[src/hw/div_pkg.sv]
package div_pkg;

    // operand and result width, one bus word
    localparam int DATA_W = 32;

    // bit lengths run 0..32 and step counts 0..31
    localparam int CNT_W = 6;

    localparam logic [1:0] ST_IDLE = 2'd0;  // waiting for start
    localparam logic [1:0] ST_INIT = 2'd1;  // align divisor, check short path
    localparam logic [1:0] ST_CALC = 2'd2;  // one shift-subtract per cycle
    localparam logic [1:0] ST_DONE = 2'd3;  // fix signs, publish results

endpackage

[src/hw/divreg_pkg.sv]
package divreg_pkg;

    // word address bits, byte offset = word address * 4
    localparam int ADR_W = 3;

    localparam logic [ADR_W-1:0] REG_DIVIDEND  = 3'd0;  // 0x00
    localparam logic [ADR_W-1:0] REG_DIVISOR   = 3'd1;  // 0x04
    localparam logic [ADR_W-1:0] REG_CTRL      = 3'd2;  // 0x08
    localparam logic [ADR_W-1:0] REG_QUOTIENT  = 3'd3;  // 0x0c
    localparam logic [ADR_W-1:0] REG_REMAINDER = 3'd4;  // 0x10

    // control word seen as a command on write and as status on read
    typedef union packed {
        struct packed {
            logic [28:0] unused;
            logic        abort;     // bit 2
            logic        sign;      // bit 1, signed mode
            logic        start;     // bit 0
        } cmd;
        struct packed {
            logic [27:0] zero;
            logic        div_zero;  // bit 3
            logic        done;      // bit 2, sticky
            logic        sign;      // bit 1
            logic        busy;      // bit 0
        } sts;
    } ctrl_word_u;

endpackage

[src/hw/div_core.sv]
`timescale 1ns/1ps

module div_core (
    input  logic                       clk,
    input  logic                       rstn,
    input  logic                       start,
    input  logic                       sign,
    input  logic                       abort,
    input  logic [div_pkg::DATA_W-1:0] dividend,
    input  logic [div_pkg::DATA_W-1:0] divisor,
    output logic                       busy,
    output logic                       done,
    output logic                       div_zero,
    output logic [div_pkg::DATA_W-1:0] quotient,
    output logic [div_pkg::DATA_W-1:0] remainder
);
    import div_pkg::*;

    logic [1:0]        state;
    logic [1:0]        state_nxt;
    logic [DATA_W-1:0] a_mag;
    logic [DATA_W-1:0] b_mag;
    logic [CNT_W-1:0]  a_len;
    logic [CNT_W-1:0]  b_len;
    logic [CNT_W-1:0]  a_len_q;
    logic [CNT_W-1:0]  b_len_q;
    logic [CNT_W-1:0]  step_cnt;
    logic [CNT_W-1:0]  shamt;
    logic              sign_q;
    logic              a_sgn;
    logic              b_sgn;
    logic [DATA_W-1:0] rem_q;
    logic [DATA_W-1:0] quo_acc;
    logic [DATA_W:0]   den_q;
    logic [DATA_W:0]   den_shr;
    logic [DATA_W:0]   minus;
    logic              take;
    logic              short_cut;
    logic              last_step;

    assign a_mag = (sign && dividend[DATA_W-1]) ? -dividend : dividend;
    assign b_mag = (sign && divisor[DATA_W-1]) ? -divisor : divisor;

    msb_index u_len_a (
        .value  (a_mag),
        .length (a_len)
    );

    msb_index u_len_b (
        .value  (b_mag),
        .length (b_len)
    );

    assign take      = start && (state == ST_IDLE);  // start only counts in idle
    assign short_cut = (b_len_q == '0) || (b_len_q > a_len_q);
    assign last_step = (step_cnt == '0);
    assign shamt     = a_len_q - b_len_q + 1'b1;
    assign den_shr   = den_q >> 1;
    assign minus     = {1'b0, rem_q} - den_shr;  // msb set means borrow

    assign busy = (state != ST_IDLE);
    assign done = (state == ST_DONE);

    always_comb
    begin
        state_nxt = state;
        case (state)
            ST_IDLE:
            begin
                if (start)
                    state_nxt = ST_INIT;
            end
            ST_INIT:
            begin
                if (short_cut)
                    state_nxt = ST_DONE;
                else
                    state_nxt = ST_CALC;
            end
            ST_CALC:
            begin
                if (last_step)
                    state_nxt = ST_DONE;
            end
            ST_DONE:
            begin
                state_nxt = ST_IDLE;
            end
            default:
            begin
                state_nxt = ST_IDLE;
            end
        endcase
    end

    always_ff @(posedge clk or negedge rstn)
    begin
        if (!rstn)
            state <= ST_IDLE;
        else if (abort)
            state <= ST_IDLE;
        else
            state <= state_nxt;
    end

    // control, lengths and published results
    always_ff @(posedge clk or negedge rstn)
    begin
        if (!rstn)
        begin
            sign_q    <= 1'b0;
            a_sgn     <= 1'b0;
            b_sgn     <= 1'b0;
            a_len_q   <= '0;
            b_len_q   <= '0;
            step_cnt  <= '0;
            quotient  <= '0;
            remainder <= '0;
            div_zero  <= 1'b0;
        end
        else if (abort)
        begin
            sign_q    <= 1'b0;
            a_sgn     <= 1'b0;
            b_sgn     <= 1'b0;
            a_len_q   <= '0;
            b_len_q   <= '0;
            step_cnt  <= '0;
            quotient  <= '0;
            remainder <= '0;
            div_zero  <= 1'b0;
        end
        else
        begin
            if (take)
            begin
                sign_q    <= sign;
                a_sgn     <= dividend[DATA_W-1];
                b_sgn     <= divisor[DATA_W-1];
                a_len_q   <= a_len;
                b_len_q   <= b_len;
                quotient  <= '0;
                remainder <= '0;
                div_zero  <= 1'b0;
            end
            if (state == ST_INIT)
                step_cnt <= a_len_q - b_len_q;  // calc runs this plus one cycles
            else if (state == ST_CALC)
                step_cnt <= step_cnt - 1'b1;
            if (state == ST_DONE)
            begin
                quotient  <= (sign_q && (a_sgn ^ b_sgn)) ? -quo_acc : quo_acc;
                remainder <= (sign_q && a_sgn) ? -rem_q : rem_q;  // follows dividend
                div_zero  <= (b_len_q == '0);
            end
        end
    end

    // datapath: partial remainder, aligned divisor, quotient bits
    always_ff @(posedge clk)
    begin
        if (take)
        begin
            rem_q   <= a_mag;
            den_q   <= {1'b0, b_mag};
            quo_acc <= '0;
        end
        else if (state == ST_INIT)
        begin
            den_q <= den_q << shamt;  // one past the dividend's top bit
        end
        else if (state == ST_CALC)
        begin
            den_q   <= den_shr;
            quo_acc <= {quo_acc[DATA_W-2:0], ~minus[DATA_W]};
            if (!minus[DATA_W])
                rem_q <= minus[DATA_W-1:0];
        end
    end

endmodule

[src/hw/div_periph.sv]
`timescale 1ns/1ps

module div_periph (
    input  logic                          clk,
    input  logic                          rstn,
    input  logic                          wb_cyc,
    input  logic                          wb_stb,
    input  logic                          wb_we,
    input  logic [divreg_pkg::ADR_W-1:0]  wb_adr,
    input  logic [3:0]                    wb_sel,
    input  logic [div_pkg::DATA_W-1:0]    wb_dat_w,
    output logic [div_pkg::DATA_W-1:0]    wb_dat_r,
    output logic                          wb_ack
);
    import div_pkg::*;

    logic              start;
    logic              sign;
    logic              abort;
    logic [DATA_W-1:0] dividend;
    logic [DATA_W-1:0] divisor;
    logic              busy;
    logic              done;
    logic              div_zero;
    logic [DATA_W-1:0] quotient;
    logic [DATA_W-1:0] remainder;

    div_regs u_regs (
        .clk       (clk),
        .rstn      (rstn),
        .wb_cyc    (wb_cyc),
        .wb_stb    (wb_stb),
        .wb_we     (wb_we),
        .wb_adr    (wb_adr),
        .wb_sel    (wb_sel),
        .wb_dat_w  (wb_dat_w),
        .wb_dat_r  (wb_dat_r),
        .wb_ack    (wb_ack),
        .start     (start),
        .sign      (sign),
        .abort     (abort),
        .dividend  (dividend),
        .divisor   (divisor),
        .busy      (busy),
        .done      (done),
        .div_zero  (div_zero),
        .quotient  (quotient),
        .remainder (remainder)
    );

    div_core u_core (
        .clk       (clk),
        .rstn      (rstn),
        .start     (start),
        .sign      (sign),
        .abort     (abort),
        .dividend  (dividend),
        .divisor   (divisor),
        .busy      (busy),
        .done      (done),
        .div_zero  (div_zero),
        .quotient  (quotient),
        .remainder (remainder)
    );

endmodule

[src/hw/div_regs.sv]
`timescale 1ns/1ps

module div_regs (
    input  logic                          clk,
    input  logic                          rstn,
    input  logic                          wb_cyc,
    input  logic                          wb_stb,
    input  logic                          wb_we,
    input  logic [divreg_pkg::ADR_W-1:0]  wb_adr,
    input  logic [3:0]                    wb_sel,
    input  logic [div_pkg::DATA_W-1:0]    wb_dat_w,
    output logic [div_pkg::DATA_W-1:0]    wb_dat_r,
    output logic                          wb_ack,
    output logic                          start,
    output logic                          sign,
    output logic                          abort,
    output logic [div_pkg::DATA_W-1:0]    dividend,
    output logic [div_pkg::DATA_W-1:0]    divisor,
    input  logic                          busy,
    input  logic                          done,
    input  logic                          div_zero,
    input  logic [div_pkg::DATA_W-1:0]    quotient,
    input  logic [div_pkg::DATA_W-1:0]    remainder
);
    import div_pkg::*;
    import divreg_pkg::*;

    logic              req;
    logic              wr_ctrl;
    logic              done_q;
    ctrl_word_u        cmd_w;
    ctrl_word_u        sts_w;
    logic [DATA_W-1:0] rd_word;

    // new request only, the held one during ack is already served
    assign req     = wb_cyc && wb_stb && !wb_ack;
    assign wr_ctrl = req && wb_we && (wb_adr == REG_CTRL) && wb_sel[0];
    assign cmd_w   = wb_dat_w;

    always_comb
    begin
        sts_w              = '0;
        sts_w.sts.busy     = busy;
        sts_w.sts.sign     = sign;
        sts_w.sts.done     = done_q;
        sts_w.sts.div_zero = div_zero;
    end

    always_comb
    begin
        rd_word = '0;  // unmapped reads as zero
        case (wb_adr)
            REG_DIVIDEND:  rd_word = dividend;
            REG_DIVISOR:   rd_word = divisor;
            REG_CTRL:      rd_word = sts_w;
            REG_QUOTIENT:  rd_word = quotient;
            REG_REMAINDER: rd_word = remainder;
            default:       rd_word = '0;
        endcase
    end

    always_ff @(posedge clk or negedge rstn)
    begin
        if (!rstn)
            wb_ack <= 1'b0;
        else
            wb_ack <= req;
    end

    always_ff @(posedge clk)
    begin
        if (req)
            wb_dat_r <= rd_word;
    end

    // operand registers, byte lanes
    always_ff @(posedge clk)
    begin
        if (req && wb_we)
        begin
            for (int b = 0; b < DATA_W / 8; b++)
            begin
                if (wb_sel[b] && (wb_adr == REG_DIVIDEND))
                    dividend[8*b +: 8] <= wb_dat_w[8*b +: 8];
                if (wb_sel[b] && (wb_adr == REG_DIVISOR))
                    divisor[8*b +: 8] <= wb_dat_w[8*b +: 8];
            end
        end
    end

    // command pulses line up with the ack
    always_ff @(posedge clk or negedge rstn)
    begin
        if (!rstn)
        begin
            start <= 1'b0;
            abort <= 1'b0;
            sign  <= 1'b0;
        end
        else
        begin
            start <= wr_ctrl && cmd_w.cmd.start;
            abort <= wr_ctrl && cmd_w.cmd.abort;
            if (wr_ctrl)
                sign <= cmd_w.cmd.sign;
        end
    end

    always_ff @(posedge clk or negedge rstn)
    begin
        if (!rstn)
            done_q <= 1'b0;
        else if (abort || (start && !busy))  // core takes start only when idle
            done_q <= 1'b0;
        else if (done)
            done_q <= 1'b1;
    end

endmodule

[src/hw/msb_index.sv]
`timescale 1ns/1ps

module msb_index (
    input  logic [div_pkg::DATA_W-1:0] value,
    output logic [div_pkg::CNT_W-1:0]  length
);
    import div_pkg::*;

    // highest set bit wins, zero input gives zero
    always_comb
    begin
        length = '0;
        for (int i = 0; i < DATA_W; i++)
        begin
            if (value[i])
            begin
                length = CNT_W'(i + 1);
            end
        end
    end

endmodule

[config.mk]
export PLATFORM = sky130hd
export DESIGN_NAME = div_periph
export DESIGN_NICKNAME = d
export VERILOG_FILES = /design/src/hw/div_pkg.sv /design/src/hw/divreg_pkg.sv /design/src/hw/div_core.sv /design/src/hw/div_periph.sv /design/src/hw/div_regs.sv /design/src/hw/msb_index.sv
export SDC_FILE = /design/constraint.sdc
export NUM_CORES = 1
export LEC_CHECK = 0
export BUFFER_PORTS_ARGS = -buffer_cell sky130_fd_sc_hd__buf_4
export CORE_MARGIN = 4
export CORE_UTILIZATION = 50
export CTS_CLUSTER_SIZE = 10
export DETAILED_ROUTE_END_ITERATION = 16
export PLACE_DENSITY = 0.76
export SLEW_MARGIN = 5
export SYNTH_ARGS = -nofsm -noshare
export SYNTH_HDL_FRONTEND = slang
export SYNTH_SLANG_ARGS = --single-unit
[constraint.sdc]
create_clock -name clk -period 7 [get_ports clk]
set_input_delay 0 -clock clk [delete_from_list [all_inputs] [get_ports clk]]
set_output_delay 0 -clock clk [all_outputs]
set_load 0.01 [all_outputs]
==> summary by stage <==
Run status
The flow ran to the end, and the final reports show no timing, DRC or antenna violations.

Final layout
After filler insertion, the fill cell instance count of the layout stands at 3138. The share of final-layout standard cells stronger than drive strength 1 is 0.101. The repair_antennas step left the layout with diodes totalling 0. From synthesis to final layout, the design area changed by 12.7%.

At the end of the flow, the number of nets in the layout was 2150.

Setup path
Together, buffers and inverters on the worst path number 0. The worst setup path is launched from a flop. The maximum net fanout on the critical path is 32. The minimum setup slack among reg-to-reg paths is 2.84 ns. The worst register-to-register path ends at u_core.rem_q[14]. The data arrival time at the worst-slack endpoint is 4.29 ns. STA classifies the critical path endpoint as a flop. The type of the setup path with the least slack is flop to flop. Among all stages on the critical path, the largest delay is contributed by a21oi_4. The delay of the slowest critical-path stage is 0.84 ns. The startpoint of the worst register-to-register path is u_core.den_q[1]. The family with the most delay on the worst path is compound AO/OA/AOI/OAI gates. Traced cell by cell, the critical path runs through ha_1 > fa_1 > nand2b_1 > a21oi_1 > o221a_2 > nand4_1 > a21oi_1 > a211o_1 > nand4_1 > a21o_1 > a21oi_4.

Counting cells, the worst reg-to-reg path comes to 11. The required time of the critical path is 7.14 ns.

Drt
The number of DRC violations after detailed routing is 0. In the routed layout, each cell is associated on average with a via count of 6.47. The first detailed-routing pass took 7 iterations.

The total number of vias is 16500. The count of routing violations after the opening detailed-route iteration is 1732. After detailed routing, the average wire length per cell comes to 22.9 microns. The routed design has 58500 microns of wire. The number of antenna-violating nets in the routed design is 0.

Placed design
The sum of net half-perimeters after detailed placement is 43100 microns. Timing analysis after detailed placement gives a worst setup slack of 2.86 ns. Port buffering added 76 buffers. The routability congestion estimate from global placement is 0.979.

Clock tree
The tree built by TritonCTS fans out to 286 sinks. The cell sitting at the root of the clock tree is a clkbuf_16. The later pin in the worst-skew pair is clocked with a latency of 0.53 ns. The number of gates resized after CTS was 0. The maximum buffer depth of the clock tree is 3. The number of hold buffers added after CTS is 37.

The number of H-tree levels is 2. Once the clock tree was built, the setup fixing pass inserted 0 buffers. Clock-pin slew was measured on the worst setup and hold paths at 0.05 ns. TritonCTS built the clock tree.

Buffers inserted during clock tree synthesis total 36.

Pwr
The power share of the sequential group is 0.342. The switching portion of total power is 0.409. VDD sags by at most 0.235 mV. In this run the power density over the cells is 387 mW/mm^2.

The internal power of the cells totals 4840 uW. The static leakage is 0.00811 uW. The power dissipated by switching net loads is 3340 uW.

The combinational share of power is 0.446. The share of total power dissipated in the clock network is 0.212.

GRT
The number of antenna violations at the first check in global routing came to 0. The global routing usage summed across all routing layers is 0.280. The via count of the first global-routing pass is 15700. The global-route wire length before repair is 90100 microns. Entering global routing, the biggest net connects 68 pins. The total congestion overflow after global routing is 0.

Worst hold path
The count of cells along the worst hold path is 2. The worst hold path endpoint is u_regs.dividend[15]. The worst min-delay path category is input pin to flop.

The startpoint identified for the worst hold timing path is wb_sel[1].

Floorplanning
The placeable core area is 0.0368 sq mm. Measured along the y axis, the die boundary spans 202 microns. The cell row count is 70. In this run the count of I/O pins placed on the die edge is 77. The die outline width is 202 microns. The die covers 0.0407 sq mm. The starting density of the core is 0.510.

Synth
Sorting the synthesized cells by area gives the leading types as edfxtp_1, dfrtp_1, nand2_1. Yosys printed 0 warnings. The proportion of synthesized chip area in sequential cells is 0.415.

The post-synthesis cell area is 0.0188 sq mm. After synthesis, the netlist uses 85 different library cells. The area share of the leading cell type in the synthesized netlist is 0.256.

The fraction of registers with async set or reset after synthesis is 0.325. The number of nets in the synthesized netlist is 2103. The number of standard cells after synthesis is 2007. For this run, the leading register cell type out of synthesis is edfxtp_1. The library cell occupying the most area in the post-synthesis netlist is edfxtp_1.

Counting flops with a built-in enable in the synthesized netlist gives 160. In this run, synthesis produced a sequential element count of 286. The per-instance average area after synthesis is 9.35 sq um.

Timing
Derived from the worst setup path, the maximum achievable clock frequency is 0.241 GHz. The final total negative setup slack is 0 ns. The setup violation total in the final timing report is 0.

The final worst setup slack is 2.84 ns. Setup repair after global routing left no endpoint under its margin. For the pin with the worst max-slew slack, the measured transition is 1.29 ns. After layout, the minimum clock period comes to 4.16 ns. The fraction of the cycle the final worst path needs is 0.594.

Headroom to the max-slew limit came out at 0.130. The final hold slack is 0.0353 ns. Between clock sinks in the finished design, the worst skew comes to 0.0208 ns.

The number of hold-slack violations in the final timing report is 0. The count of pins over their slew limit is 0.

Job
The number of max-capacitance violations reported is 0.
## layout make-up
cell class,instances,area [sq um],share of cell area
timing repair buffer,134,1100,0.0519
inverter,67,251,0.0119
clock buffer,61,1070,0.0505
tap,468,586,0.0277
multi-input combinational,1529,10300,0.488
sequential,286,7790,0.368
clock inverter,5,32.5,0.00154
## synthesized netlist by cell type, drive strengths merged (5+ instances only)
library cell and n:
nand2 208, o21ai 170, nor2 168, edfxtp 160
a21oi 119, clkbuf 96, dfrtp 93, xor2 87
xnor2 72, mux2i 70, inv 67, nor3 51
ha 50, nand3 40, a22o 33, dfxtp 33
a31oi 32, buf 29, a221o 28, o31ai 25
nor4 24, o211ai 22, or3 21, mux4 20
nor2b 20, a211oi 19, nand2b 19, a21o 17
a221oi 17, or4 16, and2 14, o21a 14
and3 13, o41ai 13, mux2 11, a22oi 9
nand3b 9, nand4 9, nor3b 9, o31a 7
a211o 6, o22ai 6, or2 5
## power groups by stage
stage	Combinational [uW]	Sequential, uW	Clock, uW
2_1_floorplan	2650	2630	0
3_3_place_gp	3470	2790	0
3_5_place_dp	3540	2800	0
4_1_cts	3580	2780	1760
5_1_grt	4020	2830	1830
6_report	3650	2800	1740
## cell families (layout without fill, tap and decap cells)
logic type	Yosys count	in the layout	share of synthesized area
and+or+nand+nor	640	640	0.165
AOI/OAI and AO/OA	577	577	0.204
DFF	286	286	0.415
buffers and inverters	192	267	0.0388
xor gates and xnor gates	159	159	0.0746
muxes	101	101	0.0679
adders and majority gates	52	52	0.0355
## stage by stage
stage | util | total power (uW) | instances | area (sq um)
3_3_place_gp | 0.535 | 6250 | 2447 | 19700
2_1_floorplan | - | 5280 | 2007 | 18800
5_1_grt | 0.575 | 8690 | 2550 | 21200
6_report | 0.575 | 8180 | 2550 | 21200
3_5_place_dp | 0.535 | 6340 | 2447 | 19700
4_1_cts | 0.575 | 8120 | 2550 | 21200
## placed cells by master (no fill, tap or decap), drive strengths merged, types with 37 or more instances in the layout
master       count
a21oi          119
nand2          208
nand3           40
xor2            87
xnor2           72
buf             97
o21ai          170
nor3            51
clkbuf          61
ha              50
nor2           168
dlygate4sd3     37
edfxtp         160
inv             69
dfrtp           93
mux2i           70
## worst max path at each step
stage | to | slack [ns] | cells past startpoint | startpoint
2_1_floorplan | u_core.rem_q[0] | 2.52 | 11 | u_core.den_q[1]
3_3_place_gp | u_core.den_q[30] | 2.92 | 13 | u_core.b_len_q[0]
3_5_place_dp | u_core.rem_q[2] | 2.86 | 11 | u_core.den_q[1]
4_1_cts | u_core.rem_q[12] | 2.81 | 11 | u_core.den_q[1]
5_1_grt | u_core.den_q[30] | 2.57 | 13 | u_core.b_len_q[0]
6_report | u_core.rem_q[14] | 2.84 | 11 | u_core.den_q[1]
## registers in the layout (all words and copies together) (netlist names), 2 cells and up
register	cells
u_regs.wb_dat_r	32
u_core.rem_q	32
u_core.b_len_q	6
u_core.state	2
u_regs.divisor	32
u_core.a_len_q	6
u_core.quo_acc	32
u_core.step_cnt	6
u_core.remainder	32
u_core.quotient	32
u_regs.dividend	32
u_core.den_q	33
## per-layer routing
metal / up-vias / GRT usage / routed length (microns)
met5: - / 0 / 0
met4: 0 / 0.0989 / 2380
met3: 146 / 0.0583 / 5560
met2: 796 / 0.437 / 26200
met1: 7995 / 0.389 / 24400
li1: 7553 / - / -
Power figures use the tool's default switching activity.
